[src/dcache_pkg.sv]
package dcache_pkg;

    // address and line geometry
    localparam int addr_width = 32;
    localparam int line_bytes = 8;
    localparam int offset_bits = 3;
    localparam int n_lines = 32;
    localparam int index_bits = 5;
    localparam int tag_bits = 24;
    localparam int line_addr_bits = 29;

    // victim cache and write-back buffer
    localparam int n_victim = 4;
    localparam int age_bits = 2;
    localparam int wb_depth = 2;

    // memory bus transaction tag, zero means no tag
    localparam int mem_tag_bits = 4;

    typedef logic [8*line_bytes-1:0] block_t;
    typedef logic [line_addr_bits-1:0] line_addr_t;

    typedef enum logic [1:0] {
        size_byte = 2'd0,
        size_half = 2'd1,
        size_word = 2'd2
    } mem_size_t;

    typedef enum logic {
        op_read = 1'b0,
        op_write = 1'b1
    } mem_op_t;

    typedef enum logic [1:0] {
        bus_none = 2'd0,
        bus_load = 2'd1,
        bus_store = 2'd2
    } bus_cmd_t;

    // place store data into the lanes picked by size and offset
    // half and word accesses are assumed naturally aligned
    function automatic block_t block_merge(block_t blk, logic [offset_bits-1:0] offset,
                                           mem_size_t size, logic [31:0] data);
        block_t merged;
        merged = blk;
        case (size)
            size_byte: merged[8*offset +: 8] = data[7:0];
            size_half: merged[16*offset[offset_bits-1:1] +: 16] = data[15:0];
            default: merged[32*offset[offset_bits-1] +: 32] = data;
        endcase
        return merged;
    endfunction

    // zero-extended load value out of a line
    function automatic logic [31:0] block_extract(block_t blk, logic [offset_bits-1:0] offset,
                                                  mem_size_t size);
        logic [31:0] value;
        case (size)
            size_byte: value = {24'b0, blk[8*offset +: 8]};
            size_half: value = {16'b0, blk[16*offset[offset_bits-1:1] +: 16]};
            default: value = blk[32*offset[offset_bits-1] +: 32];
        endcase
        return value;
    endfunction

endpackage
[src/mem_arbiter.sv]
`timescale 1ns/1ps

module mem_arbiter import dcache_pkg::*; (
    input  logic wb_valid,
    input  line_addr_t wb_addr,
    input  block_t wb_block,
    output logic wb_grant,
    input  logic load_req,
    input  line_addr_t load_addr,
    output logic load_grant,
    output bus_cmd_t mem_cmd,
    output logic [addr_width-1:0] mem_addr,
    output block_t mem_wdata,
    input  logic [mem_tag_bits-1:0] mem_accept_tag
);

    logic accepted;

    // nonzero tag means memory took the request this cycle
    assign accepted = (mem_accept_tag != '0);

    always_comb begin
        mem_cmd = bus_none;
        mem_addr = '0;
        mem_wdata = '0;
        wb_grant = 1'b0;
        load_grant = 1'b0;
        if (wb_valid) begin
            // write-backs first, so a load never sees an older copy
            mem_cmd = bus_store;
            mem_addr = {wb_addr, {offset_bits{1'b0}}};
            mem_wdata = wb_block;
            wb_grant = accepted;
        end else if (load_req) begin
            mem_cmd = bus_load;
            mem_addr = {load_addr, {offset_bits{1'b0}}};
            load_grant = accepted;
        end
    end

endmodule

[config.mk]
export PLATFORM = sky130hd
export DESIGN_NAME = mem_arbiter
export DESIGN_NICKNAME = d
export VERILOG_FILES = /design/src/dcache_pkg.sv /design/src/mem_arbiter.sv
export SDC_FILE = /design/constraint.sdc
export NUM_CORES = 1
export LEC_CHECK = 0
export BUFFER_PORTS_ARGS = -buffer_cell sky130_fd_sc_hd__buf_2
export CAP_MARGIN = 0
export CORE_AREA = 4 4 87 89
export DETAILED_ROUTE_END_ITERATION = 10
export DIE_AREA = 0 0 91 93
export GPL_ROUTABILITY_DRIVEN = 1
export PLACE_DENSITY_LB_ADDON = 0.08
export RECOVER_POWER = 50
export SLEW_MARGIN = 10
export SYNTH_ARGS = -nofsm -noshare
export SYNTH_HDL_FRONTEND = slang
export SYNTH_SLANG_ARGS = --single-unit
[constraint.sdc]
create_clock -name vclk -period 0.8
set_input_delay 0.12 -clock vclk [all_inputs]
set_output_delay 0.12 -clock vclk [all_outputs]
set_load 0.01 [all_outputs]
==> metrics <==
Reg area 0 um2; Seq/Total Area, Yosys 0; initial core utilization 0.115; final HPWL from detailed placement 4760 um; GPL Wtd Cong 0.782; CP Cell Sequence buf_8 -> buf_12 -> buf_12 -> a22o_1 -> buf_2; initial antenna violation count 0; adder-cell share of the synthesized area 0; vias per cell 4.04; final wirelength 5800 um; maximum vdd drop 194 uV; P per Cell Area 559 nW/um2; setup violators final 95; Fin. Hold Viols 0; Setup CP Type in2out; Tot GR Track Use 0.112; synth unique cells 9; first-pass GRT wire length 7880 um; Overflow after GRT 0; design area 2400 um2; crit-path max FO 7; outcome finished, violations left; Die Y 93 um; Chip Width 91 um; post-synthesis instance area 777 um2; Synth area leaders and2_1 (52%), a22o_1 (33%), buf_2 (6.4%); Vias 1698; fin. max-slew vios 0; Yosys top cell area share 0.515; Synth Area in Compound Gates 0.327; I/O pins 228; failing checks negative setup slack; Post CTS Setup Buffer Count 0; CLK BUF 0; # rows 30; RSZ-0062 raised after global routing true; Final ANT Viol Nets 0; post-synthesis xor/xnor area fraction 0; fillcell total 703; hold_buf cts 0; crit start category input port; CP required 680 ps; first-iteration detailed-routing DRC count 20; Final nets 470; P&R area growth vs syn 209%; max-cap viol count 0; Tightest Hold Check Type in2out; Achievable Freq 1030 MHz; PnR worst setup slack -168 ps; main combinational cell family by area after synthesis simple AND/OR/NAND/NOR gates; leading area contributor after synthesis and2_1; CP most frequent cell buf_12; layout sequential cell count 0; simple-gate share of the synthesized area 0.551; placed cell area 2050 um2; n_diodes 0; number of I/O port buffers 225; CP arrival 850 ps; final worst path period share 1.21; crit end category primary output; slowest CP cell a22o_1; DRC violations left 0; largest net degree at the start of global routing 41; Mean Syn Cell Area 6.76 um2; CP max stage delay 200 ps; die area 8460 um2; post-route minimum period 968 ps; routed len/inst 13.8 um; vias in the first global route 1646; yosys warns 0; Gate Count Post-Synth 115; Core Region 6760 um2; share of cells above drive strength 1 0.759; mux cell area share after synthesis 0; LEAKAGE 1.46 nW; Pwr Total 1.34 mW; first-pass iteration count of the detailed router 3
synthesized netlist by cell type:
cell type  number
conb_1          1
buf_4           4
a22o_1         29
nor4_1          1
clkbuf_1        3
and2_1         64
nor2b_1         2
nor2b_2         1
buf_2          10
logic make-up after synthesis:
family,count (synthesis)
AOI/OAI and AO/OA,29
buffers and inverters,17
other,1
and+or+nand+nor,68
critical path: cells and delay by family:
family	cells	cell delay, ps
buf+inv	4	520
compound gates	1	200
timing repair:
item | 4_1_cts | 5_1_grt
gates resized for setup | 21 | 31
endpoints found under the setup margin | 96 | 95
cloned | 2 | 3
pin swaps | 2 | 3
through the flow:
| step | std cells | hold WS [ps] | setup slack (ps) | util | TNS [ps] |
|---|---|---|---|---|---|
| after floorplan | 117 | 332 | 29.1 | - | 0 |
| after global placement | 415 | 532 | -215 | 0.303 | -15270 |
| after detailed placement | 415 | 532 | -207 | 0.303 | -15290 |
| after CTS | 417 | 532 | -169 | 0.324 | -10900 |
| after global routing | 420 | 537 | -197 | 0.356 | -13720 |
| final | 420 | 531 | -168 | 0.356 | -11110 |
where the power goes:
part / total [mW] / switching [mW] / internal [mW]
sequential: 0 / 0 / 0
clock: 0 / 0 / 0
combinational: 1.34 / 0.541 / 0.802
area by class of cell:
class | count | area [um2] | share of cell area
tap | 80 | 100 | 0.0416
timing repair buffer | 240 | 1550 | 0.645
multi-input combinational | 100 | 753 | 0.313
cell usage in the layout, fill, tap and decap left out, drive strengths merged:
cell and count:
nor2b 3, clkbuf 3, and2 64, conb 3
nor4 1, buf 237, a22o 29
metal layers:
layer / track usage / share of wire / vias to the layer above / routed length [um]
li1: - / - / 837 / -
met1: 0.121 / 0.35 / 722 / 2030
met2: 0.231 / 0.54 / 137 / 3160
met3: 0.0217 / 0.10 / 2 / 594
met4: 0.00628 / 0.0033 / 0 / 19
met5: 0 / 0 / - / 0
worst paths after layout:
| kind | startpoint | depth (start not counted) | to | slack (ps) |
|---|---|---|---|---|
| worst max-delay path | wb_valid | 5 | mem_addr[10] | -170 |
| worst min-delay path | wb_block[10] | 3 | mem_wdata[10] | 530 |
Power figures use the tool's default switching activity.
