<file path="config.mk">
export PLATFORM = sky130hd
export DESIGN_NAME = main_cache
export DESIGN_NICKNAME = d
export VERILOG_FILES = /design/src/dcache_pkg.sv /design/src/main_cache.sv
export SDC_FILE = /design/constraint.sdc
export NUM_CORES = 2
export LEC_CHECK = 0
export ABC_CLOCK_PERIOD_IN_PS = 8200
export BUFFER_PORTS_ARGS = -buffer_cell sky130_fd_sc_hd__buf_2
export CAP_MARGIN = 20
export CORE_AREA = 2 2 739 741
export CTS_CLUSTER_DIAMETER = 60
export DETAILED_ROUTE_END_ITERATION = 8
export DIE_AREA = 0 0 741 743
export SYNTH_ARGS = -nofsm -noshare
export SYNTH_HDL_FRONTEND = slang
export SYNTH_SLANG_ARGS = --single-unit
</file>
<file path="constraint.sdc">
create_clock -name clock -period 8.2 [get_ports clock]
set_input_delay 2.05 -clock clock [delete_from_list [all_inputs] [get_ports clock]]
set_output_delay 2.05 -clock clock [all_outputs]
set_load 0.005 [all_outputs]
</file>
<file path="src/dcache_pkg.sv">
package dcache_pkg;

    // address and line geometry
    localparam int addr_width = 32;
    localparam int line_bytes = 8;
    localparam int offset_bits = 3;
    localparam int n_lines = 32;
    localparam int index_bits = 5;
    localparam int tag_bits = 24;
    localparam int line_addr_bits = 29;

    // victim cache and write-back buffer
    localparam int n_victim = 4;
    localparam int age_bits = 2;
    localparam int wb_depth = 2;

    // memory bus transaction tag, zero means no tag
    localparam int mem_tag_bits = 4;

    typedef logic [8*line_bytes-1:0] block_t;
    typedef logic [line_addr_bits-1:0] line_addr_t;

    typedef enum logic [1:0] {
        size_byte = 2'd0,
        size_half = 2'd1,
        size_word = 2'd2
    } mem_size_t;

    typedef enum logic {
        op_read = 1'b0,
        op_write = 1'b1
    } mem_op_t;

    typedef enum logic [1:0] {
        bus_none = 2'd0,
        bus_load = 2'd1,
        bus_store = 2'd2
    } bus_cmd_t;

    // place store data into the lanes picked by size and offset
    // half and word accesses are assumed naturally aligned
    function automatic block_t block_merge(block_t blk, logic [offset_bits-1:0] offset,
                                           mem_size_t size, logic [31:0] data);
        block_t merged;
        merged = blk;
        case (size)
            size_byte: merged[8*offset +: 8] = data[7:0];
            size_half: merged[16*offset[offset_bits-1:1] +: 16] = data[15:0];
            default: merged[32*offset[offset_bits-1] +: 32] = data;
        endcase
        return merged;
    endfunction

    // zero-extended load value out of a line
    function automatic logic [31:0] block_extract(block_t blk, logic [offset_bits-1:0] offset,
                                                  mem_size_t size);
        logic [31:0] value;
        case (size)
            size_byte: value = {24'b0, blk[8*offset +: 8]};
            size_half: value = {16'b0, blk[16*offset[offset_bits-1:1] +: 16]};
            default: value = blk[32*offset[offset_bits-1] +: 32];
        endcase
        return value;
    endfunction

endpackage
</file>
<file path="src/main_cache.sv">
`timescale 1ns/1ps

module main_cache import dcache_pkg::*; (
    input  logic clock,
    input  logic reset,
    input  logic req_valid,
    input  mem_op_t req_op,
    input  logic [addr_width-1:0] req_addr,
    input  mem_size_t req_size,
    input  logic [31:0] req_wdata,
    input  logic ready,
    output logic main_hit,
    output block_t main_block,
    input  logic fill_valid,
    input  line_addr_t fill_addr,
    input  block_t fill_block,
    input  logic fill_dirty,
    output logic evict_valid,
    output line_addr_t evict_addr,
    output block_t evict_block,
    output logic evict_dirty
);

    // line state
    logic [n_lines-1:0] valid;
    logic [n_lines-1:0] dirty;
    // line contents
    logic [tag_bits-1:0] tags [n_lines];
    block_t blocks [n_lines];

    logic [index_bits-1:0] req_idx;
    logic [tag_bits-1:0] req_tag;
    logic [index_bits-1:0] fill_idx;
    logic store_hit;

    // direct mapped, one candidate line per index
    assign req_idx = req_addr[offset_bits +: index_bits];
    assign req_tag = req_addr[addr_width-1 -: tag_bits];
    assign main_hit = req_valid && valid[req_idx] && (tags[req_idx] == req_tag);
    assign main_block = blocks[req_idx];

    // stores only land while the controller is taking new requests
    assign store_hit = main_hit && ready && (req_op == op_write);

    // fill address carries the index in its low bits
    assign fill_idx = fill_addr[index_bits-1:0];

    // whatever sits at the fill index moves on to the victim cache
    assign evict_valid = fill_valid && valid[fill_idx];
    assign evict_addr = {tags[fill_idx], fill_idx};
    assign evict_block = blocks[fill_idx];
    assign evict_dirty = dirty[fill_idx];

    always_ff @(posedge clock) begin
        if (reset) begin
            valid <= '0;
            dirty <= '0;
        end else if (fill_valid) begin
            valid[fill_idx] <= 1'b1;
            // a store miss arrives already merged and dirty
            dirty[fill_idx] <= fill_dirty;
        end else if (store_hit) begin
            dirty[req_idx] <= 1'b1;
        end
    end

    always_ff @(posedge clock) begin
        if (fill_valid) begin
            tags[fill_idx] <= fill_addr[line_addr_bits-1 -: tag_bits];
            blocks[fill_idx] <= fill_block;
        end else if (store_hit) begin
            blocks[req_idx] <= block_merge(blocks[req_idx], req_addr[offset_bits-1:0],
                                           req_size, req_wdata);
        end
    end

endmodule

</file>
==> flow_summary.json <==
{
  "drive_gt1_share_pct": 33.0,
  "cp_top_family": "buffers and inverters",
  "place_hpwl_um": 316000,
  "final_core_utilization_pct": 29.2,
  "cts_setup_buffers": 0,
  "fin_area_um2": 158000,
  "hold_viol_final": 0,
  "cts_tree": "yes",
  "io_buffers": 325,
  "synth_edf_count": 2816,
  "cts_buffers": 289,
  "setup.worst_path.start_class": "primary input",
  "synthTopCellsByArea": "edfxtp_1, mux4_2, mux2i_1, a22oi_1, o22ai_1",
  "rsz0062_at_grt": "no",
  "ys_async_sr_fraction_pct": 0,
  "cts.repair.resized": 0,
  "rows": 271,
  "clock_skew_ns": 0.115,
  "drv_slew": 0,
  "place_ws_ns": 0.543,
  "gp_congestion": 0.866,
  "slowest_stage": "mux4_2",
  "synth_area_um2": 135000,
  "path_common_cell": "buf_12",
  "drtAntennaViolNets": 0,
  "syn2layout_area_growth_pct": 17.1,
  "grt_max_degree": 139,
  "htree_num_levels": 5,
  "max_freq_ghz": 0.128,
  "synth_top_area_cell": "edfxtp_1",
  "final_net_count": 7930,
  "pwr_density_cell_nw_per_um2": 210,
  "final.setup.tns_ns": 0,
  "critical_path_required_ns": 6.15,
  "p_leak_nw": 50.0,
  "wl_per_cell_um": 34.4,
  "ys_types": 62,
  "dpl_cell_area_um2": 149000,
  "reg2reg_slack_ns": 3.41,
  "ys_warn_count": 0,
  "clkLatencyLatePin_ns": 0.94,
  "yosysTopAreaCellShare_pct": 62.6,
  "postSynthCellCount": 7322,
  "synth-seq-cells": 2880,
  "min_period_over_period_pct": 95.1,
  "layout_common_cells": "edfxtp_1, mux4_2, mux2i_1",
  "antenna_found_initial": 55,
  "dieHeight_um": 743,
  "routed_wl_um": 525000,
  "first_pass_iters": 8,
  "fin_crit_ns": 7.80,
  "cts_root_buffer": "clkbuf_16",
  "via_count": 85600,
  "crit_type": "primary input to output pin",
  "run_status": "finished clean",
  "hold_path.class": "register to register",
  "die-area_um2": 551000,
  "maxSlewHeadroom_pct": 21.3,
  "drv_cap": 0,
  "avgSynthCellArea_um2": 18.5,
  "dp.cells": 14700,
  "drc": 0,
  "fp.dieW_um": 741,
  "viasPerCell": 5.61,
  "syn-num-nets": 7495,
  "final_common_cell": "edfxtp_1",
  "grt_pass1_wl_um": 711000,
  "cts.sinks": 2880,
  "tightest_slew_ns": 1.18,
  "setup_violations": 0,
  "clk_path_buf_depth": 4,
  "clk_pin_slew_ns": 0.06,
  "end_kind": "output pin",
  "drt_iter0_drc": 12300,
  "hold-worst-slack_ns": 0.501,
  "crit_chain": "buf_12 > buf_12 > buf_12 > buf_12 > buf_4 > mux4_2 > a22oi_1 > nand2_1 > nor3_1 > buf_4 > inv_1 > buf_2",
  "critical_path_buf_inv_count": 8,
  "max_stage_delay_ns": 0.56,
  "grt_pass1_vias": 85600,
  "worstPathArrival_ns": 5.75,
  "io-pin-count": 326,
  "worst_slack_ns": 0.400,
  "finalPower_mw": 33.2,
  "finalNonFillerCells": 15300,
  "seq_area_frac_synth_pct": 63.5,
  "synth_ff_type": "edfxtp_1",
  "track_usage_pct": 18.4,
  "vdd_ir_drop_max_mv": 0.160,
  "core-area_um2": 543000,
  "hold_buffers": 0,
  "initial_core_util_pct": 24.9,
  "crit_fanout": 66,
  "grt_overflow_total": 0
}
## synth_stat cells, types with 63 or more instances
master       n
o22ai_1    231
mux4_2    1281
nand2_1    226
buf_1      103
a21oi_1    197
nor2_1     228
dfxtp_1     64
o21ai_0     90
inv_1       63
mux2i_1    532
a22oi_1    353
edfxtp_1  2816
buf_2      122
clkbuf_1   343
mux2_2      77
## final timing paths
check | endpoint | from | depth (start not counted)
max | main_block[61] | req_addr[3] | 12
min | valid[16] | valid[16] | 2
max reg2reg | blocks[15][46] | tags[11][20] | 11
min reg2reg | valid[16] | valid[16] | 2
## state kept, by name, indices dropped and copies added (netlist names)
name / flops
valid: 32
dirty: 32
tags: 768
blocks: 2048
## power breakdown
group          switching [mW]  leakage (nW)  internal [mW]  total [mW]
logic                    2.12          19.6           1.24        3.37
clock network            5.87          4.46           7.56        13.4
registers              0.0747          25.9           16.3        16.4
total                    8.07          50.0           25.1        33.2
## per-layer routing
layer	track usage, %	wire length (um)	vias up
li1	-	-	32400
met1	22.2	184000	45500
met2	29.5	244000	6186
met3	4.24	56600	1492
met4	12.1	39900	6
met5	0	40	-
## tightest hold or removal path: cells and delay by family (launching register included)
kind | cells | cell delay [ns]
flip-flops | 1 | 0.34
AND/OR/NAND/NOR | 2 | 0.12
## logic make-up (layout without fill, tap and decap cells)
group / count (synthesis) / after routing / share of synthesized area, %
other: 0 / 59 / 0
xor gates and xnor gates: 5 / 5 / 0.0324
AOI/OAI and AO/OA: 1121 / 1121 / 5.63
buffers and inverters: 668 / 1314 / 2.07
adders and majority gates: 7 / 7 / 0.0648
and+or+nand+nor: 747 / 747 / 2.72
DFF: 2880 / 2880 / 63.5
muxes: 1894 / 1894 / 26.0
## final cells by class
cell class / count / area, um2
Tap cell: 7234 / 9050
Timing Repair Buffer: 745 / 6550
Clock buffer: 348 / 7580
Antenna cell: 59 / 148
Clock inverter: 154 / 1620
Multi-Input combinational cell: 3774 / 47200
Sequential cell: 2880 / 85800
Inverter: 67 / 267
Fill cell: 52900 / 385000
No activity file was read; power rests on OpenSTA's default activity.
