===== config.mk =====
export PLATFORM = sky130hd
export DESIGN_NAME = writeback_buffer
export DESIGN_NICKNAME = d
export VERILOG_FILES = /design/src/dcache_pkg.sv /design/src/writeback_buffer.sv
export SDC_FILE = /design/constraint.sdc
export NUM_CORES = 1
export LEC_CHECK = 0
export ABC_CLOCK_PERIOD_IN_PS = 8000
export BUFFER_PORTS_ARGS = -buffer_cell sky130_fd_sc_hd__clkbuf_2
export CAP_MARGIN = 5
export CORE_MARGIN = 3
export CORE_UTILIZATION = 40
export CTS_CLUSTER_DIAMETER = 40
export DETAILED_ROUTE_END_ITERATION = 10
export PLACE_DENSITY = 0.6
export SYNTH_ARGS = -nofsm -noshare
export SYNTH_HDL_FRONTEND = slang
export SYNTH_SLANG_ARGS = --single-unit

===== constraint.sdc =====
create_clock -name clock -period 8 [get_ports clock]
set_clock_uncertainty 0.15 [all_clocks]
set_input_delay 1.6 -clock clock [delete_from_list [all_inputs] [get_ports clock]]
set_output_delay 1.6 -clock clock [all_outputs]
set_load 0.03 [all_outputs]

===== src/dcache_pkg.sv =====
package dcache_pkg;

    // address and line geometry
    localparam int addr_width = 32;
    localparam int line_bytes = 8;
    localparam int offset_bits = 3;
    localparam int n_lines = 32;
    localparam int index_bits = 5;
    localparam int tag_bits = 24;
    localparam int line_addr_bits = 29;

    // victim cache and write-back buffer
    localparam int n_victim = 4;
    localparam int age_bits = 2;
    localparam int wb_depth = 2;

    // memory bus transaction tag, zero means no tag
    localparam int mem_tag_bits = 4;

    typedef logic [8*line_bytes-1:0] block_t;
    typedef logic [line_addr_bits-1:0] line_addr_t;

    typedef enum logic [1:0] {
        size_byte = 2'd0,
        size_half = 2'd1,
        size_word = 2'd2
    } mem_size_t;

    typedef enum logic {
        op_read = 1'b0,
        op_write = 1'b1
    } mem_op_t;

    typedef enum logic [1:0] {
        bus_none = 2'd0,
        bus_load = 2'd1,
        bus_store = 2'd2
    } bus_cmd_t;

    // place store data into the lanes picked by size and offset
    // half and word accesses are assumed naturally aligned
    function automatic block_t block_merge(block_t blk, logic [offset_bits-1:0] offset,
                                           mem_size_t size, logic [31:0] data);
        block_t merged;
        merged = blk;
        case (size)
            size_byte: merged[8*offset +: 8] = data[7:0];
            size_half: merged[16*offset[offset_bits-1:1] +: 16] = data[15:0];
            default: merged[32*offset[offset_bits-1] +: 32] = data;
        endcase
        return merged;
    endfunction

    // zero-extended load value out of a line
    function automatic logic [31:0] block_extract(block_t blk, logic [offset_bits-1:0] offset,
                                                  mem_size_t size);
        logic [31:0] value;
        case (size)
            size_byte: value = {24'b0, blk[8*offset +: 8]};
            size_half: value = {16'b0, blk[16*offset[offset_bits-1:1] +: 16]};
            default: value = blk[32*offset[offset_bits-1] +: 32];
        endcase
        return value;
    endfunction

endpackage

===== src/writeback_buffer.sv =====
`timescale 1ns/1ps

module writeback_buffer import dcache_pkg::*; (
    input  logic clock,
    input  logic reset,
    input  logic eject_valid,
    input  line_addr_t eject_addr,
    input  block_t eject_block,
    output logic wb_valid,
    output line_addr_t wb_addr,
    output block_t wb_block,
    input  logic wb_grant
);

    line_addr_t addr_q [wb_depth];
    block_t block_q [wb_depth];

    logic [$clog2(wb_depth)-1:0] rd_ptr;
    logic [$clog2(wb_depth)-1:0] wr_ptr;
    logic [$clog2(wb_depth):0] count;

    // head of the queue goes to the arbiter
    assign wb_valid = (count != '0);
    assign wb_addr = addr_q[rd_ptr];
    assign wb_block = block_q[rd_ptr];

    always_ff @(posedge clock) begin
        if (reset) begin
            rd_ptr <= '0;
            wr_ptr <= '0;
            count <= '0;
        end else begin
            if (eject_valid) begin
                wr_ptr <= wr_ptr + 1'b1;
            end
            // store is done once memory accepts it
            if (wb_grant) begin
                rd_ptr <= rd_ptr + 1'b1;
            end
            case ({eject_valid, wb_grant})
                2'b10: count <= count + 1'b1;
                2'b01: count <= count - 1'b1;
                default: ;
            endcase
        end
    end

    always_ff @(posedge clock) begin
        if (eject_valid) begin
            addr_q[wr_ptr] <= eject_addr;
            block_q[wr_ptr] <= eject_block;
        end
    end

endmodule


==> results.md <==
- The number of DRC markers in iteration 0 is 229.
- The number of distinct library cell variants in the gate-level netlist after synthesis is 16.
- The portion of synthesized cell area occupied by the leading cell type is 0.806.
- The layout filler cell count is 1,395.
- The final routed wirelength across all metal layers is 12.5 mm.
- The full die area is 18,900 um2.
- The die is 138 um tall.
- The sum of met2 wire segment lengths after detailed routing is 6.38 mm.
- The cell count after synthesis is 310.
- The number of sinks handled by clock tree synthesis is 191.
- Of all flip-flops after synthesis, the portion carrying an async set or reset was 0.
- Once the clock tree was built, the setup fixing pass inserted 0 buffers.
- Power spread over the standard cell area amounts to 267 nW/um2.
- For this design the total switching power over the nets is 0.558 mW.
- The share of final-layout standard cells stronger than drive strength 1 is 0.607.
- The global-route usage over all layers is 0.134.
- For this run, the number of Yosys warnings is 0.
- The buffer and inverter count on the worst path is 2.
- The TritonCTS buffer count is 17.
- Detailed routing placed a total of 1.12 mm of wire on met3.
- For this run, the top clock speed supported by timing is 237 MHz.
- Setup repair after global routing left no endpoint under its margin.
- Summed over all failing endpoints, the final setup total negative slack is 0 ps.
- The worst reg2reg path startpoint is wr_ptr.
- The total congestion overflow is 0.
- The switching power share of the total is 0.241.
- The post-synthesis sequential area ratio is 0.821.
- The number of antenna violations at the first check in global routing was 0.
- The count of H-tree levels built during CTS is 4.
- The via count of the first global-routing pass is 3,770.
- 191 I/O pins were placed.
- After detailed routing, the average wire length per cell comes to 16.8 um.
- The placed standard-cell area is 8100 um2.
- The slowest stage of the critical path is the sky130_fd_sc_hd__dfxtp_4 cell.
- The tool flagged a number of max-cap violations equal to 0.
- The detailed router placed 3,511 vias in this run.
- The detailed-placement wirelength estimate is 8.37 mm.
- Of the total power, the clock network draws 0.355.
- After synthesis the cells add up to 6930 um2.
- In this run the core area contains 47 standard-cell rows.
- The worst-case clock buffer depth is 2.
- Counting every net in the synthesized netlist gives 408.
- After detailed routing, the wire length on met1 is 4.84 mm.
- The final net count is 611.
- The reported leakage power is 3.27 nW.
- The startpoint class of the critical path is a register.
- The number of search-and-repair iterations in the first detailed-routing pass is 4.
- After detailed routing, no signal wire sits above met4.
- The worst-skew pair later-pin latency is 410 ps.
- STA puts the critical path data required time at 6250 ps.
- The maximum number of pins on one net before global-route repair is 49.
- The top cell family by delay on the critical path is buffers and inverters.
- The synthesis-to-layout area growth is 25.2%.
- The count of pins over their slew limit is 0.
- The synthesized flop and latch total is 191.
- The worst setup path is of the reg -> out kind.
- Data on the critical path arrives at its endpoint at 2470 ps.
- The number of buffers added to fix hold violations after cts is 0.
- Counting flops with a built-in enable in the synthesized netlist gives 186.
- STA classifies the critical path endpoint as a primary output.
- The post-cts sizing count is 0.
- Setup violations remaining at the end of the flow were counted as 0.
- The core region is 16,800 um2.
- The congestion estimate from routability-driven global placement came to 0.722.
- After synthesis, the cell types taking the most area are sky130_fd_sc_hd__edfxtp_1, sky130_fd_sc_hd__mux2_2, sky130_fd_sc_hd__dfxtp_1, sky130_fd_sc_hd__buf_6, sky130_fd_sc_hd__xnor2_1.
- The number of endpoints with negative hold slack in the final report came to 0.
- The maximum ir drop on the vdd rail is 0.195 mV.
- The worst path meets setup with 3780 ps of slack.
- The transition time at the pin with the least slew margin is 686 ps.
- The classification of the worst-slack hold path is reg -> reg.
- The post-route standard cell area excluding fillers is 8680 um2.
- The wire length of the first global-routing pass is 19.0 mm.
- The fraction of the cycle the final worst path needs is 0.527.
- Buffers placed on the I/O ports in this run total 190.
- The starting utilization of the core area is 0.413.
- In this run the horizontal extent of the chip is 138 um.
- After detailed routing, the number of remaining DRC violations is 0.
- At the end of the flow the core is filled with cells to 0.518.
- The antenna diode instance count is 0.
- The worst setup timing slack at the placement stage is 4140 ps.
- The dominant register cell in the synthesized netlist is sky130_fd_sc_hd__edfxtp_1.
- Summed over all instances, the cell type with the most area after synthesis is sky130_fd_sc_hd__edfxtp_1.
- sky130_fd_sc_hd__edfxtp_1 is the most common cell in the netlist.
- The time the worst path needs with I/O delays and setup is 4220 ps.
- The register-to-register setup slack is 5800 ps.
- The TritonCTS clock tree is yes.
- By count the netlist is led by sky130_fd_sc_hd__edfxtp_1, sky130_fd_sc_hd__mux2_2, sky130_fd_sc_hd__buf_6.
- The worst pin sits at a relative slew slack of 0.543.
- The tree is rooted in a sky130_fd_sc_hd__clkbuf_16.
- The internal portion of the total power is 1.76 mW.
- Clock-pin slew was measured on the worst setup and hold paths at 70 ps.
- The biggest cell delay along the critical path is 770 ps.
- The largest fanout of any net on the critical path is 47.
- Walking the worst path, the cells encountered are buf_4 -> mux2_2 -> clkbuf_2.
- The portion of total power attributed to combinational logic is 0.132.
- Using the TritonRoute via totals, the vias-per-cell ratio works out to 4.72.
- The hold path startpoint is count[1].
- The post-synthesis area per instance is 22.3 um2.
- The run finished with clean final reports.
- The final antenna-violating net count is 0.
- The share of total power dissipated in sequential elements is 0.513.
[through the flow]
stage               total power, mW  instances  hold WS, ps
finish                         2.32        744          356
global placement               1.52        714          310
floorplan                      1.43        310          297
detailed placement             1.52        714          354
global route                   2.41        744          408
CTS                            2.35        744          364
[power by group through the flow]
stage	clock network, mW	logic, mW	registers, mW
3_3_place_gp	0	0.308	1.21
6_report	0.821	0.306	1.19
3_5_place_dp	0	0.311	1.21
5_1_grt	0.885	0.329	1.20
4_1_cts	0.849	0.312	1.19
2_1_floorplan	0	0.223	1.20
[routing by layer]
layer | vias up | global-route usage
li1 | 1634 | -
met1 | 1739 | 0.149
met3 | 17 | 0.0592
met4 | 0 | 0.0466
met5 | - | 0
met2 | 121 | 0.228
[state kept, by name (all words and copies together), names as in the netlist, named ones only]
name     cells
wr_ptr       1
block_q    128
addr_q      58
rd_ptr       1
count        2
[layout by cell type (no fill, tap or decap)]
| cell type | n |
|---|---|
| sky130_fd_sc_hd__clkbuf_16 | 17 |
| sky130_fd_sc_hd__xnor2_1 | 3 |
| sky130_fd_sc_hd__ha_1 | 1 |
| sky130_fd_sc_hd__clkinv_1 | 3 |
| sky130_fd_sc_hd__xor2_1 | 1 |
| sky130_fd_sc_hd__or3_1 | 1 |
| sky130_fd_sc_hd__inv_1 | 1 |
| sky130_fd_sc_hd__dfxtp_1 | 4 |
| sky130_fd_sc_hd__mux2_2 | 93 |
| sky130_fd_sc_hd__nor2_1 | 4 |
| sky130_fd_sc_hd__clkinvlp_4 | 2 |
| sky130_fd_sc_hd__o21ai_0 | 1 |
| sky130_fd_sc_hd__or2_2 | 1 |
| sky130_fd_sc_hd__clkbuf_2 | 190 |
| sky130_fd_sc_hd__edfxtp_1 | 186 |
| sky130_fd_sc_hd__dfxtp_4 | 1 |
| sky130_fd_sc_hd__and2_4 | 1 |
| sky130_fd_sc_hd__buf_4 | 4 |
| sky130_fd_sc_hd__bufinv_16 | 3 |
| sky130_fd_sc_hd__clkinv_4 | 2 |
| sky130_fd_sc_hd__clkinv_2 | 3 |
| sky130_fd_sc_hd__a21oi_1 | 1 |
| sky130_fd_sc_hd__nor2_4 | 1 |
[worst register-to-register path, delay by kind of cell (launching register included)]
family / cells / cell delay [ps]
buf+inv: 1 / 650
flops: 1 / 400
simple gates: 1 / 610
[worst paths after layout]
check,endpoint,depth (start not counted)
worst min register to register,count[1],2
worst max-delay path,wb_block[54],3
worst min-delay path,count[1],2
worst max register to register,addr_q[1][20],2
[layout make-up]
cell class	count	area, um2	area share
Timing Repair Buffer	194	981	0.113
Multi-Input combinational cell	108	1150	0.133
Tap cell	220	275	0.0317
Clock buffer	17	425	0.0490
Clock inverter	13	149	0.0172
Sequential cell	191	5690	0.656
Inverter	1	3.75	0.000433
[kinds of logic (layout without fill, tap and decap cells)]
kind of cell | Yosys count | count (layout) | share of synthesized area
XOR/XNOR | 4 | 4 | 0.00506
flip-flops | 191 | 191 | 0.821
multiplexers | 93 | 93 | 0.151
buffers and inverters | 11 | 225 | 0.0144
AO/OA/AOI/OAI | 2 | 2 | 0.00144
adder cells (fa/ha/maj) | 1 | 1 | 0.00181
AND/OR/NAND/NOR | 8 | 8 | 0.00542
(Power assumes the default switching activity.)
