File: config.mk
export PLATFORM = sky130hd
export DESIGN_NAME = victim_cache
export DESIGN_NICKNAME = d
export VERILOG_FILES = /design/src/dcache_pkg.sv /design/src/victim_cache.sv
export SDC_FILE = /design/constraint.sdc
export NUM_CORES = 1
export LEC_CHECK = 0
export BUFFER_PORTS_ARGS = -buffer_cell sky130_fd_sc_hd__buf_4
export CORE_AREA = 2 2 278 252
export DETAILED_ROUTE_END_ITERATION = 8
export DIE_AREA = 0 0 280 254
export PLACE_DENSITY_LB_ADDON = 0.3
export SLEW_MARGIN = 10
export SYNTH_ARGS = -nofsm -noshare
export SYNTH_HDL_FRONTEND = slang
export SYNTH_SLANG_ARGS = --single-unit
File: constraint.sdc
create_clock -name clock -period 6.95 [get_ports clock]
set_input_delay 0 -clock clock [delete_from_list [all_inputs] [get_ports clock]]
set_output_delay 0 -clock clock [all_outputs]
set_load 0.02 [all_outputs]
File: src/dcache_pkg.sv
package dcache_pkg;

    // address and line geometry
    localparam int addr_width = 32;
    localparam int line_bytes = 8;
    localparam int offset_bits = 3;
    localparam int n_lines = 32;
    localparam int index_bits = 5;
    localparam int tag_bits = 24;
    localparam int line_addr_bits = 29;

    // victim cache and write-back buffer
    localparam int n_victim = 4;
    localparam int age_bits = 2;
    localparam int wb_depth = 2;

    // memory bus transaction tag, zero means no tag
    localparam int mem_tag_bits = 4;

    typedef logic [8*line_bytes-1:0] block_t;
    typedef logic [line_addr_bits-1:0] line_addr_t;

    typedef enum logic [1:0] {
        size_byte = 2'd0,
        size_half = 2'd1,
        size_word = 2'd2
    } mem_size_t;

    typedef enum logic {
        op_read = 1'b0,
        op_write = 1'b1
    } mem_op_t;

    typedef enum logic [1:0] {
        bus_none = 2'd0,
        bus_load = 2'd1,
        bus_store = 2'd2
    } bus_cmd_t;

    // place store data into the lanes picked by size and offset
    // half and word accesses are assumed naturally aligned
    function automatic block_t block_merge(block_t blk, logic [offset_bits-1:0] offset,
                                           mem_size_t size, logic [31:0] data);
        block_t merged;
        merged = blk;
        case (size)
            size_byte: merged[8*offset +: 8] = data[7:0];
            size_half: merged[16*offset[offset_bits-1:1] +: 16] = data[15:0];
            default: merged[32*offset[offset_bits-1] +: 32] = data;
        endcase
        return merged;
    endfunction

    // zero-extended load value out of a line
    function automatic logic [31:0] block_extract(block_t blk, logic [offset_bits-1:0] offset,
                                                  mem_size_t size);
        logic [31:0] value;
        case (size)
            size_byte: value = {24'b0, blk[8*offset +: 8]};
            size_half: value = {16'b0, blk[16*offset[offset_bits-1:1] +: 16]};
            default: value = blk[32*offset[offset_bits-1] +: 32];
        endcase
        return value;
    endfunction

endpackage
File: src/victim_cache.sv
`timescale 1ns/1ps

module victim_cache import dcache_pkg::*; (
    input  logic clock,
    input  logic reset,
    input  logic req_valid,
    input  mem_op_t req_op,
    input  logic [addr_width-1:0] req_addr,
    input  mem_size_t req_size,
    input  logic [31:0] req_wdata,
    input  logic ready,
    output logic vc_hit,
    output block_t vc_block,
    input  logic evict_valid,
    input  line_addr_t evict_addr,
    input  block_t evict_block,
    input  logic evict_dirty,
    output logic eject_valid,
    output line_addr_t eject_addr,
    output block_t eject_block
);

    logic [n_victim-1:0] valid;
    logic [n_victim-1:0] dirty;
    logic [age_bits-1:0] ages [n_victim];
    line_addr_t addrs [n_victim];
    block_t blocks [n_victim];

    line_addr_t req_line;
    // one-hot entry selects
    logic [n_victim-1:0] hit_sel;
    logic [n_victim-1:0] free_sel;
    logic [n_victim-1:0] old_sel;
    logic [n_victim-1:0] ins_sel;
    logic [n_victim-1:0] touch_sel;
    logic have_free;
    logic [age_bits-1:0] min_age;
    logic store_hit;

    // fully associative, match on the whole line address
    assign req_line = req_addr[addr_width-1:offset_bits];

    always_comb begin
        vc_hit = 1'b0;
        vc_block = '0;
        hit_sel = '0;
        for (int i = 0; i < n_victim; i++) begin
            if (!vc_hit && req_valid && valid[i] && (addrs[i] == req_line)) begin
                vc_hit = 1'b1;
                vc_block = blocks[i];
                hit_sel[i] = 1'b1;
            end
        end
    end

    // first free entry, else lowest index among the lowest age
    always_comb begin
        free_sel = '0;
        have_free = 1'b0;
        for (int i = 0; i < n_victim; i++) begin
            if (!have_free && !valid[i]) begin
                have_free = 1'b1;
                free_sel[i] = 1'b1;
            end
        end
        min_age = ages[0];
        old_sel = '0;
        old_sel[0] = 1'b1;
        // strict compare keeps the lower index on a tie
        for (int i = 1; i < n_victim; i++) begin
            if (ages[i] < min_age) begin
                min_age = ages[i];
                old_sel = '0;
                old_sel[i] = 1'b1;
            end
        end
    end

    assign ins_sel = have_free ? free_sel : old_sel;
    assign store_hit = vc_hit && ready && (req_op == op_write);

    // hits and inserts age the same way
    assign touch_sel = (vc_hit && ready) ? hit_sel : (evict_valid ? ins_sel : '0);

    // only a dirty replaced line goes out, clean ones are dropped
    assign eject_valid = evict_valid && !have_free && |(old_sel & dirty);

    always_comb begin
        eject_addr = '0;
        eject_block = '0;
        for (int i = 0; i < n_victim; i++) begin
            if (old_sel[i]) begin
                eject_addr = addrs[i];
                eject_block = blocks[i];
            end
        end
    end

    always_ff @(posedge clock) begin
        if (reset) begin
            valid <= '0;
            dirty <= '0;
            ages <= '{default: '0};
        end else begin
            for (int i = 0; i < n_victim; i++) begin
                if (touch_sel[i]) begin
                    ages[i] <= '1;
                end else if (|touch_sel && ages[i] != '0) begin
                    ages[i] <= ages[i] - 1'b1;
                end
                if (evict_valid && ins_sel[i]) begin
                    valid[i] <= 1'b1;
                    dirty[i] <= evict_dirty;
                end else if (store_hit && hit_sel[i]) begin
                    dirty[i] <= 1'b1;
                end
            end
        end
    end

    always_ff @(posedge clock) begin
        for (int i = 0; i < n_victim; i++) begin
            if (evict_valid && ins_sel[i]) begin
                addrs[i] <= evict_addr;
                blocks[i] <= evict_block;
            end else if (store_hit && hit_sel[i]) begin
                blocks[i] <= block_merge(blocks[i], req_addr[offset_bits-1:0],
                                         req_size, req_wdata);
            end
        end
    end

endmodule

==> run summary <==
For the worst max-slew margin expressed relative to the limit, the log shows 0.249. After detailed routing, the number of vias per cell comes to 5.87. The run gives 2 as the H-tree level count. The prevailing post-synth register cell was edfxtp_1. The ratio of final minimum period to clock period is 0.714.

For the number of buffers inserted during clock tree synthesis, the log shows 46. Clock-pin slew was measured on the worst setup and hold paths at 0.06 ns. Counting flops and latches in the post-synthesis netlist gives 388.

The highest clock rate is 0.202 GHz. The placed standard-cell area was 0.0269 sq mm; the overall power was 7100 uW. The fraction of final layout cells with drive strength greater than 1 is 0.150. The routed layout has 22800 vias. The flip-flop and latch area came out at 0.0115 sq mm. The type of element capturing the critical path was a flop.

The tools report the via count of the first global-routing pass as 21800. The number of gates resized after CTS was 0. Setup repair after global routing left no endpoint under its margin. The final-report max-slew violation count is 0, and the quantity of I/O buffers inserted on ports is 324. The number of antenna violations at the first check in global routing was 5; the post-synthesis area per instance was 9.01 sq um. STA classifies the critical path startpoint as a flop.

The type of the worst min-delay path was input pin to flop. The share of flip-flops with an asynchronous set or reset works out to 0. The worst endpoint required time came out at 7.30 ns. The kind of critical path is flop to flop.

The sequential cell area fraction in the yosys report was 0.485; the post-synthesis cell area was 0.0237 sq mm. Clock latency on the worst-skew pair, taken at its later pin, is 0.61 ns. The tool flagged a number of max-cap violations equal to 0.

In this run the power density over the cells is 241 mW/mm^2. The sum of net half-perimeters after detailed placement was 60100 microns. Number of sinks driven by the clock tree: 388. Along the worst path, the maximum fanout reaches 66. Number of standard-cell rows in the floorplan: 91. The run finished with clean final reports. Counting the fill cells in the layout gives 6531. The final hold violation count was 0; the total routed wirelength was 92700 microns. The final setup skew is 0.0407 ns, and the combined area of the multi-input logic cells is 0.0114 sq mm. Setup violations remaining at the end of the flow were counted as 0. The count of flip-flops with a built-in enable after synthesis came out at 372.

The clock period minus final worst setup slack was 4.96 ns. The utilization after layout came out at 0.431. TritonCTS built the clock tree.

After detailed routing, the number of remaining DRC violations is 0. The net count after synthesis came out at 2814. For the number of nets still failing antenna checks after routing, the log shows 0. Dividing the detail-routed wire length by the instance count gives 23.9 microns. The wire length of the first global-routing pass is 136000 microns, and the distinct cell type count after synthesis is 51. With fillers left out, the area of the finished cells amounts to 0.0294 sq mm. The area growth from synthesis to layout was 24.0%; the worst setup timing slack at the placement stage was 2.41 ns.

The tools report the gate count after technology mapping as 2632. The root buffer cell chosen for the clock tree is clkbuf_16. Post-CTS timing repair inserted 0 buffers for setup. The run gives 0.891 as the placer's final routability congestion estimate. For this run, the number of Yosys warnings is 0. Standby leakage power: 0.0111 uW. The logs give 0 ns for the setup total negative slack and 3 for the maximum count of clock buffers along a single path.

The run gives 7 as the first-pass iteration count of the detailed router. The tools report the total number of nets in the final design as 3137. The data arrival time of the critical path came out at 5.31 ns. Measured along the x axis, the die boundary spans 280 microns. At the pin with the least slew margin, the transition time is 1.13 ns. The run gives 0.252 as the aggregate global-route resource usage. The logs give 2558 for the first-iteration detailed-routing DRC count and 0.0682 sq mm for the core outline area.

Entering global routing, the biggest net connects 129 pins. For the worst supply voltage drop on vdd, the log shows 173 uV. After clock tree synthesis, the flow added hold-fix buffers numbering 107.

During I/O placement, the number of pins put on the boundary was 325. Total overflow reported by the global router: 0. From bottom edge to top edge, the die measures 254 microns. The final worst slack is 1.99 ns. The initial standard-cell utilization of the core was 0.348; the die area was 0.0711 sq mm.
-- sequential cells by signal, summed over array words and instances (netlist names) --
name    flops
blocks    256
addrs     116
ages        8
dirty       4
valid       4
-- metrics by stage --
| stage | instances | hold WS (ns) |
|---|---|---|
| 5_1_grt | 3874 | 0.0396 |
| 6_report | 3875 | 0.0321 |
| 3_3_place_gp | 3682 | 0.204 |
| 4_1_cts | 3872 | 0.00372 |
| 3_5_place_dp | 3682 | 0.207 |
| 2_1_floorplan | 2632 | 0.0989 |
-- final timing paths --
kind / from / to / slack [ns] / depth (start not counted)
setup / recovery: addrs[1][21]$_DFFE_PP_ / blocks[1][29]$_DFFE_PP_ / 1.99 / 11
setup reg to reg: addrs[1][21]$_DFFE_PP_ / blocks[1][29]$_DFFE_PP_ / 1.99 / 11
hold / removal: req_wdata[23] / blocks[3][23]$_DFFE_PP_ / 0.03 / 4
hold reg to reg: dirty[2]$_SDFFE_PP0P_ / dirty[2]$_SDFFE_PP0P_ / 0.48 / 2
-- synth_stat cells (all sizes together) (42+ instances only) --
| library cell | number | area, sq um |
|---|---|---|
| a221o | 72 | 721 |
| clkbuf | 129 | 484 |
| o21ai | 454 | 2270 |
| a21oi | 372 | 1860 |
| nand2 | 550 | 2060 |
| nand3 | 71 | 360 |
| xor2 | 101 | 885 |
| edfxtp | 372 | 11200 |
| mux2i | 93 | 931 |
| nor3 | 42 | 210 |
| buf | 68 | 370 |
-- layout make-up --
class | instances | share of cell area
sequential | 388 | 0.391
multi-input combinational | 2015 | 0.389
timing repair buffer | 472 | 0.131
clock buffer | 63 | 0.0413
tap | 883 | 0.0376
clock inverter | 20 | 0.00566
inverter | 32 | 0.00409
antenna | 2 | 0.000170
-- where the power goes --
part / internal (uW) / total, uW / switching (uW)
sequential: 2640 / 2690 / 47.9
combinational: 758 / 2090 / 1340
clock: 1300 / 2310 / 1020
total: 4700 / 7100 / 2400
-- cells in the final DEF, fill, tap and decap left out, types with 12 or more instances in the layout --
cell           count
a22o_1            16
ha_1              16
nor2_1            32
xnor2_1           12
clkinv_1          13
edfxtp_1         372
mux2i_1           93
buf_4            361
dfxtp_1           16
clkbuf_1          17
a211oi_1          30
a221o_1           72
xor2_1           101
clkbuf_16         46
nand3_1           70
a21oi_1          370
dlygate4sd3_1    107
nor4_1            28
nand2_1          549
o21ai_1           53
o21ai_0          393
a32o_1            16
nand4_1           13
nor3_1            41
inv_1             31
-- metal layers --
| layer | up-vias | track usage | wire [microns] | part of all wire |
|---|---|---|---|---|
| met5 | - | 0 | 56 | 0.00060 |
| met4 | 8 | 0.101 | 3560 | 0.038 |
| met3 | 209 | 0.0431 | 9740 | 0.11 |
| met2 | 1396 | 0.396 | 42300 | 0.46 |
| met1 | 10800 | 0.344 | 37100 | 0.40 |
| li1 | 10400 | - | - | - |
-- cell families after synthesis --
family          count (synthesis)  share of synthesized area
xor+xnor                      113                     0.0417
buf+inv                       229                     0.0411
flops                         388                      0.485
mux                            93                     0.0393
compound gates               1016                      0.245
simple gates                  777                      0.140
fa+ha+maj                      16                    0.00844
-- critical path, cell delays in order (launching register included) --
cell,delay (ns)
edfxtp_1,0.40
xor2_1,0.16
nor4_1,0.51
nand2_1,0.16
or3_2,0.82
buf_4,0.54
nor3_1,0.42
nand2_4,0.48
buf_12,0.39
nand2_1,0.10
o21ai_0,0.07
dlygate4sd3_1,0.57
(Power assumes the default switching activity.)
