File: src/dcache_pkg.sv
package dcache_pkg;

    // address and line geometry
    localparam int addr_width = 32;
    localparam int line_bytes = 8;
    localparam int offset_bits = 3;
    localparam int n_lines = 32;
    localparam int index_bits = 5;
    localparam int tag_bits = 24;
    localparam int line_addr_bits = 29;

    // victim cache and write-back buffer
    localparam int n_victim = 4;
    localparam int age_bits = 2;
    localparam int wb_depth = 2;

    // memory bus transaction tag, zero means no tag
    localparam int mem_tag_bits = 4;

    typedef logic [8*line_bytes-1:0] block_t;
    typedef logic [line_addr_bits-1:0] line_addr_t;

    typedef enum logic [1:0] {
        size_byte = 2'd0,
        size_half = 2'd1,
        size_word = 2'd2
    } mem_size_t;

    typedef enum logic {
        op_read = 1'b0,
        op_write = 1'b1
    } mem_op_t;

    typedef enum logic [1:0] {
        bus_none = 2'd0,
        bus_load = 2'd1,
        bus_store = 2'd2
    } bus_cmd_t;

    // place store data into the lanes picked by size and offset
    // half and word accesses are assumed naturally aligned
    function automatic block_t block_merge(block_t blk, logic [offset_bits-1:0] offset,
                                           mem_size_t size, logic [31:0] data);
        block_t merged;
        merged = blk;
        case (size)
            size_byte: merged[8*offset +: 8] = data[7:0];
            size_half: merged[16*offset[offset_bits-1:1] +: 16] = data[15:0];
            default: merged[32*offset[offset_bits-1] +: 32] = data;
        endcase
        return merged;
    endfunction

    // zero-extended load value out of a line
    function automatic logic [31:0] block_extract(block_t blk, logic [offset_bits-1:0] offset,
                                                  mem_size_t size);
        logic [31:0] value;
        case (size)
            size_byte: value = {24'b0, blk[8*offset +: 8]};
            size_half: value = {16'b0, blk[16*offset[offset_bits-1:1] +: 16]};
            default: value = blk[32*offset[offset_bits-1] +: 32];
        endcase
        return value;
    endfunction

endpackage
File: src/miss_control.sv
`timescale 1ns/1ps

module miss_control import dcache_pkg::*; (
    input  logic clock,
    input  logic reset,
    input  logic req_valid,
    input  mem_op_t req_op,
    input  logic [addr_width-1:0] req_addr,
    input  mem_size_t req_size,
    input  logic [31:0] req_wdata,
    input  logic main_hit,
    input  block_t main_block,
    input  logic vc_hit,
    input  block_t vc_block,
    output logic ready,
    output logic stall,
    output logic resp_valid,
    output mem_op_t resp_op,
    output logic [31:0] resp_rdata,
    output logic load_req,
    output line_addr_t load_addr,
    input  logic load_grant,
    input  logic [mem_tag_bits-1:0] mem_accept_tag,
    input  logic [mem_tag_bits-1:0] mem_resp_tag,
    input  block_t mem_rdata,
    output logic fill_valid,
    output line_addr_t fill_addr,
    output block_t fill_block,
    output logic fill_dirty
);

    typedef enum logic {
        st_ready = 1'b0,
        st_wait = 1'b1
    } state_t;

    state_t state;
    // load accepted by memory, waiting for its tag
    logic issued;
    logic [mem_tag_bits-1:0] pend_tag;

    // request held across the miss
    mem_op_t hold_op;
    logic [addr_width-1:0] hold_addr;
    mem_size_t hold_size;
    logic [31:0] hold_wdata;

    logic miss;
    logic fill_done;

    assign ready = (state == st_ready);
    assign stall = (state == st_wait);
    assign miss = ready && req_valid && !(main_hit || vc_hit);

    // keep asking until memory takes the load
    assign load_req = stall && !issued;
    assign load_addr = hold_addr[addr_width-1:offset_bits];

    // returning data for the one outstanding load
    assign fill_done = stall && issued && (mem_resp_tag == pend_tag);

    // store miss merges into the fresh line before install
    assign fill_valid = fill_done;
    assign fill_addr = load_addr;
    assign fill_dirty = (hold_op == op_write);
    assign fill_block = (hold_op == op_write)
        ? block_merge(mem_rdata, hold_addr[offset_bits-1:0], hold_size, hold_wdata)
        : mem_rdata;

    always_comb begin
        resp_valid = 1'b0;
        resp_op = op_read;
        resp_rdata = '0;
        if (fill_done) begin
            resp_valid = 1'b1;
            resp_op = hold_op;
            if (hold_op == op_read) begin
                resp_rdata = block_extract(mem_rdata, hold_addr[offset_bits-1:0], hold_size);
            end
        end else if (ready && req_valid && (main_hit || vc_hit)) begin
            // same-cycle hit, main cache first
            resp_valid = 1'b1;
            resp_op = req_op;
            if (req_op == op_read) begin
                resp_rdata = block_extract(main_hit ? main_block : vc_block,
                                           req_addr[offset_bits-1:0], req_size);
            end
        end
    end

    always_ff @(posedge clock) begin
        if (reset) begin
            state <= st_ready;
            issued <= 1'b0;
        end else if (ready) begin
            if (miss) begin
                state <= st_wait;
                issued <= 1'b0;
            end
        end else begin
            if (load_grant) begin
                issued <= 1'b1;
            end
            if (fill_done) begin
                state <= st_ready;
            end
        end
    end

    always_ff @(posedge clock) begin
        if (miss) begin
            hold_op <= req_op;
            hold_addr <= req_addr;
            hold_size <= req_size;
            hold_wdata <= req_wdata;
        end
        // tag that memory hands back for this load
        if (load_grant) begin
            pend_tag <= mem_accept_tag;
        end
    end

endmodule

File: config.mk
export PLATFORM = sky130hd
export DESIGN_NAME = miss_control
export DESIGN_NICKNAME = d
export VERILOG_FILES = /design/src/dcache_pkg.sv /design/src/miss_control.sv
export SDC_FILE = /design/constraint.sdc
export NUM_CORES = 1
export LEC_CHECK = 0
export BUFFER_PORTS_ARGS = -buffer_cell sky130_fd_sc_hd__buf_2
export CAP_MARGIN = 40
export CORE_AREA = 2 2 166 168
export DETAILED_ROUTE_END_ITERATION = 10
export DIE_AREA = 0 0 168 170
export GPL_TIMING_DRIVEN = 0
export PLACE_DENSITY = 0.7
export SLEW_MARGIN = 25
export SYNTH_ARGS = -nofsm -noshare
export SYNTH_HDL_FRONTEND = slang
export SYNTH_SLANG_ARGS = --single-unit
File: constraint.sdc
create_clock -name clock -period 3.8 [get_ports clock]
set_input_delay 1.14 -clock clock [delete_from_list [all_inputs] [get_ports clock]]
set_output_delay 1.14 -clock clock [all_outputs]
set_load 0.1 [all_outputs]
==> results.toml, run 1 <==
[detailed_routing]
wire_per_inst_um = 28.8
route.detailed.drc = 0
dr.pass1.iters = 6
viasPerCell = 6.36
postRouteWirelength_um = 53500
route.vias.total = 11800
drtIter0Drc = 1647
drtAntennaViolNets = 0

[global_route]
grt_most_used_layer = "met2"
global_route.usage.met2_pct = 58.7
use_met3_pct = 9.84
grt_overflow_total = 0
antenna_found_initial = 8
grt_max_degree = 51
met1_usage_pct = 41.4
globalRouteTotalUtil_pct = 35.1
grt_pass1_wl_um = 73800
grt_pass1_vias = 11300

[flow_run]
max_cap_violations = 0

[yosys]
syn_inst = 956
synthFlopType = "edfxtp_1"
synth_top_area_cell = "edfxtp_1"
syn_area_per_cell_um2 = 9.63
synthXorXnorAreaFrac_pct = 0.381
synth-edff-count = 71
ys_seq_elements = 73
ys.warnings.count = 0
synthSimpleGateAreaFrac_pct = 12.4
yosys-top-cells-area = "edfxtp_1, mux4_2, mux2i_1, buf_4, o21ai_0"
synth-seq-area-share_pct = 23.6
synth_cell_types = 60
syn-cell-area_um2 = 9200
synth-compound-area-share_pct = 23.0
synth_top_family_by_area = "multiplexers"
async_flop_share_pct = 0
yosysTopAreaCellShare_pct = 23.2
synth_nets = 1236
muxShareOfSynthArea_pct = 30.0
synth_fa_ha_area_share_pct = 0.952

[finish]
final_cell_mix = "buf_2, buf_4, buf_12"
mostFrequentLayoutCell = "buf_2"
fin_util_pct = 62.1
fin_nets = 1789
syn_to_final_growth_pct = 79.9
drive_gt1_share_pct = 67.2

[sta]
whs_ps = 591
setup_viol = 75
rsz0062_at_grt = "true"
drv_slew = 0
worst_slew_pin_slew_ps = 834
fin_crit_sh_pct = 107
setup_ws_ps = -263
tns_ps = -9920
max-slew-margin-rel_pct = 44.4
hold_viol_final = 0
fmax_mhz = 246
fin_crit_ps = 4060
fin_skew_ps = 7.30

[setup_path]
r2r_setup_slack_ps = 2160
worstRegToRegCells = 4
cp_data_required_time_ps = 2660
r2r-start = "stall$_SDFF_PP0_"
r2r-end = "hold_addr[12]$_DFFE_PP_"
startpoint_type = "flop"
arrival_ps = 2920
worst-setup-path-type = "reg -> out"
crit_fanout = 8
end_kind = "output pin"

[floorplanning]
initial_core_util_pct = 34.5
fp.dieArea_um2 = 28600
die_height_um = 170
num_rows = 60
ioPinCount = 434
die_w_um = 168
core_area_um2 = 26700

[placement]
dpl.hpwl_um = 40400
port_buffers = 433
gp_congestion = 1.02

[clock_network]
clock-sinks = 73
cts_inserted_buffers = 9
clock_path_buffers = 2
ctsHoldBuffers = 0
h-tree-depth = 3
cts_tree = "built"
path_clk_slew_ps = 70
cts-root-buf = "clkbuf_16"
clk_latency_ps = 350

[pwr]
powerDensity_nw_per_um2 = 244
power_switching_share_pct = 41.5
p_clk_share_pct = 26.0
combinationalPowerShare_pct = 50.7
ir_worst_vdd_v = 0.000208
netSwitchingPower_mw = 1.67
p_int_mw = 2.36
seq_power_share_pct = 23.3
cellLeakagePower_nw = 6.84

[min_path]
min_path_type = "reg -> reg"
hp-start = "stall$_SDFF_PP0_"
min_to = "stall$_SDFF_PP0_"
min_path_cells = 2

[status]
outcome = "complete, but fails checks"
violations = "negative setup slack"
registers in the layout, indices dropped and copies added, names as in the netlist:
| signal | count |
|---|---|
| issued | 1 |
| pend_tag | 4 |
| fill_dirty | 1 |
| stall | 1 |
| hold_wdata | 32 |
| hold_size | 2 |
| hold_addr | 32 |
stage by stage:
step,total power [mW],setup WS [ps],cells,area [um2]
6_report,4.03,-263,1860,16600
5_1_grt,4.12,-321,1858,16500
4_1_cts,3.93,-312,1814,15700
3_5_place_dp,2.56,-1330,1736,12700
3_3_place_gp,2.55,-1340,1730,12600
2_1_floorplan,2.09,-783,956,9990
layer usage:
metal | part of all wire (%) | routed length, um
met1 | 35 | 18500
met2 | 46 | 24800
met3 | 12 | 6620
met4 | 6.6 | 3540
met5 | 0.064 | 34
area by class of cell:
| cell class | instances | area [um2] |
|---|---|---|
| clock buffers | 10 | 229 |
| clock inverters | 6 | 115 |
| well taps | 341 | 427 |
| multi-input cells | 730 | 7670 |
| flip-flops and latches | 73 | 2170 |
| inverters | 14 | 66.3 |
| plain buffers | 131 | 1120 |
| fillers | 2211 | 10100 |
| repair buffers | 550 | 4750 |
| diodes | 5 | 12.5 |
power by group through the flow:
stage,clock network [mW],registers (mW),logic [mW]
final,1.05,0.941,2.04
after global routing,1.08,0.943,2.10
after CTS,1.06,0.939,1.92
after detailed placement,0,0.955,1.60
after global placement,0,0.956,1.59
after floorplan,0,0.953,1.14
synthesized netlist by cell type (all sizes together), types with 2 or more instances:
| cell | n |
|---|---|
| o211ai | 11 |
| o221ai | 17 |
| nand2 | 69 |
| xnor2 | 3 |
| nor2 | 63 |
| nand3b | 2 |
| mux2i | 74 |
| nor4 | 2 |
| mux2 | 35 |
| nand2b | 10 |
| a31oi | 2 |
| a222oi | 8 |
| a211oi | 2 |
| clkbuf | 46 |
| a22oi | 31 |
| edfxtp | 71 |
| o21ai | 99 |
| nor2b | 16 |
| and2 | 20 |
| a21oi | 28 |
| o22ai | 11 |
| a32oi | 3 |
| dfxtp | 2 |
| buf | 94 |
| o2111ai | 7 |
| and3 | 5 |
| inv | 13 |
| nor3 | 4 |
| ha | 7 |
| o31ai | 2 |
| a311o | 5 |
| o21a | 30 |
| a221oi | 22 |
| nand3 | 28 |
| a22o | 24 |
| mux4 | 72 |
| nand4 | 4 |
cell families (layout without fill, tap and decap cells):
kind of cell               after synthesis  count (layout)
AOI/OAI and AO/OA                      308             308
xor gates and xnor gates                 4               4
adders and majority gates                7               7
buffers and inverters                  154             711
DFF                                     73              73
muxes                                  181             181
other                                    0               5
and+or+nand+nor                        229             230
worst max-delay path: stages, from the launching register on:
cell,delay [ps]
edfxtp_1,380
buf_6,120
buf_12,90
clkinvlp_4,120
ha_4,210
ha_4,310
nor2b_4,60
nand2_4,140
mux2_2,350
a222oi_1,470
o21ai_4,120
buf_12,190
worst max path at each step:
stage / from / endpoint / slack [ps] / cells after the start
finish: hold_addr[1]$_DFFE_PP_ / fill_block[52] / -260 / 11
global route: hold_addr[2]$_DFFE_PP_ / fill_block[48] / -320 / 11
CTS: hold_addr[1]$_DFFE_PP_ / fill_block[48] / -310 / 11
detailed placement: mem_resp_tag[1] / resp_rdata[4] / -1330 / 8
global placement: mem_resp_tag[1] / resp_rdata[4] / -1340 / 8
floorplan: req_size[0] / resp_rdata[2] / -780 / 6
what timing repair did:
| item | in CTS | in global routing |
|---|---|---|
| pin swaps | 66 | 65 |
| cloned | 4 | 2 |
| endpoints found under the setup margin | 97 | 95 |
| resized for setup | 577 | 132 |
| buffers inserted | 67 | 44 |
Note: power is estimated with default switching activity, not from simulation.
==> run 2: changes to the inputs <==
PLACE_DENSITY = 0.68   (was 0.7)
clock period = 3.3 ns   (was 3.8 ns; I/O delays follow)
==> results.toml, run 2 (synthesis results as in run 1) <==
[detailed_routing]
drtAntennaViolNets = 0
route.detailed.drc = 0
drtIter0Drc = 1443
postRouteWirelength_um = 53100
dr.pass1.iters = 7
wire_per_inst_um = 28.3
viasPerCell = 6.41
route.vias.total = 12000

[clock_network]
clk_latency_ps = 350
ctsHoldBuffers = 0
cts_tree = "built"
cts-root-buf = "clkbuf_16"
clock-sinks = 73
cts_inserted_buffers = 9
path_clk_slew_ps = 60
clock_path_buffers = 2
h-tree-depth = 3

[finish]
final_cell_mix = "buf_2, buf_4, buf_12"
fin_nets = 1807
mostFrequentLayoutCell = "buf_2"
syn_to_final_growth_pct = 91.1
nFillCells = 2021
drive_gt1_share_pct = 72.8
reg.largest.list = "hold_addr x32, hold_wdata x32, pend_tag x4"
fin_util_pct = 66.0

[floorplanning]
die_w_um = 168
fp.dieArea_um2 = 28600
num_rows = 60
die_height_um = 170
ioPinCount = 434
core_area_um2 = 26700
initial_core_util_pct = 34.5

[setup_path]
crit_chain = "buf_8 -> buf_12 -> buf_12 -> clkinvlp_4 -> ha_4 -> buf_6 -> buf_6 -> nor4b_4 -> buf_4 -> buf_6 -> buf_6 -> a221oi_2 -> o211ai_1 -> o21a_4 -> buf_12"
r2r_setup_slack_ps = 1680
cpMostUsedCell = "buf_6"
startpoint_type = "flop"
crit_fanout = 5
arrival_ps = 3040
max_stage_delay_ps = 400
end_kind = "output pin"
crit_slowest_cell = "edfxtp_1"
worstRegToRegCells = 4
cp_data_required_time_ps = 2310
worst-setup-path-type = "reg -> out"

[placement]
dpl.hpwl_um = 38100
gp_congestion = 1.06
dp_slack_ps = -1180
port_buffers = 433

[sta]
fin_crit_ps = 4030
setup_ws_ps = -732
hold_viol_final = 0
setup_viol = 96
drv_slew = 0
worst_slew_pin_slew_ps = 1070
fmax_mhz = 248
whs_ps = 544
fin_skew_ps = 6.69
max-slew-margin-rel_pct = 28.5
rsz0062_at_grt = "true"
fin_crit_sh_pct = 122

[status]
outcome = "complete, but fails checks"
violations = "negative setup slack"

[global_route]
grt_pass1_vias = 11600
grt_max_degree = 45
globalRouteTotalUtil_pct = 34.9
grt_pass1_wl_um = 74300
antenna_found_initial = 6
grt_overflow_total = 0

[pwr]
ir_worst_vdd_v = 0.000216
p_total_mw = 4.74
powerDensity_nw_per_um2 = 270
combinationalPowerShare_pct = 52.1
cellLeakagePower_nw = 7.13
p_clk_share_pct = 25.1
p_int_mw = 2.78
power_switching_share_pct = 41.3
netSwitchingPower_mw = 1.96
seq_power_share_pct = 22.9

[flow_run]
max_cap_violations = 0

[min_path]
min_path_type = "reg -> reg"
min_path_cells = 2
## run 2: changes by cell type in the layout (fill, tap and decap cells not counted), moves of 9 or more
cell      previous run  this run
o221ai_2             5        14
nand2_1             60        47
a221oi_1            10         0
a21oi_1             22        13
a221oi_2            12        22
mux2i_2              0        12
o21a_2              18         0
o221ai_1            10         1
o21a_4              12        30
mux2i_1             71        55
buf_12             100       114
## run 2: final timing paths
| path | start | endpoint |
|---|---|---|
| max | hold_addr[2]$_DFFE_PP_ | fill_block[59] |
| min | stall$_SDFF_PP0_ | stall$_SDFF_PP0_ |
| max reg2reg | stall$_SDFF_PP0_ | hold_wdata[13]$_DFFE_PP_ |
| min reg2reg | stall$_SDFF_PP0_ | stall$_SDFF_PP0_ |
## run 2: per-stage QoR
step,setup TNS (ps),cells,instance area (um2)
floorplan,-19880,956,10700
global placement,-148050,1730,13300
detailed placement,-86130,1733,13300
CTS,-41890,1836,16800
global route,-50610,1877,17600
finish,-46640,1878,17600
## run 2: power by group through the flow
| stage | registers (mW) | clock network, mW | logic, mW |
|---|---|---|---|
| 2_1_floorplan | 1.10 | 0 | 1.39 |
| 3_3_place_gp | 1.10 | 0 | 1.90 |
| 3_5_place_dp | 1.10 | 0 | 1.92 |
| 4_1_cts | 1.08 | 1.21 | 2.33 |
| 5_1_grt | 1.09 | 1.24 | 2.53 |
| 6_report | 1.08 | 1.19 | 2.47 |
## run 2: what timing repair did
item | in CTS | in global routing
resized for setup | 605 | 158
setup buffers | 84 | 46
gates cloned | 8 | 2
pin swaps | 82 | 105
setup endpoints to repair | 99 | 97
## run 2: worst max-delay path, delay by kind of cell (launching register included)
kind	cells	cell delay, ps
buffers and inverters	10	1370
AND/OR/NAND/NOR	1	250
adder cells (fa/ha/maj)	1	260
AO/OA/AOI/OAI	3	390
flip-flops	1	400
## run 2: area by class of cell
cell class                      count  area (um2)  share of cell area, %
Clock buffer                       10         229                   1.30
Antenna cell                        5        12.5                 0.0711
Buffer                            132        1190                   6.77
Clock inverter                      6         115                  0.655
Multi-Input combinational cell    731        8280                   47.1
Inverter                           14        78.8                  0.448
Tap cell                          341         427                   2.43
Sequential cell                    73        2170                   12.4
Timing Repair Buffer              566        5080                   28.9
## run 2: layer usage
metal	global-route usage (%)	wire, um
met1	45.7	19900
met2	55.0	23800
met3	8.26	6290
met4	15.9	3100
met5	0	18
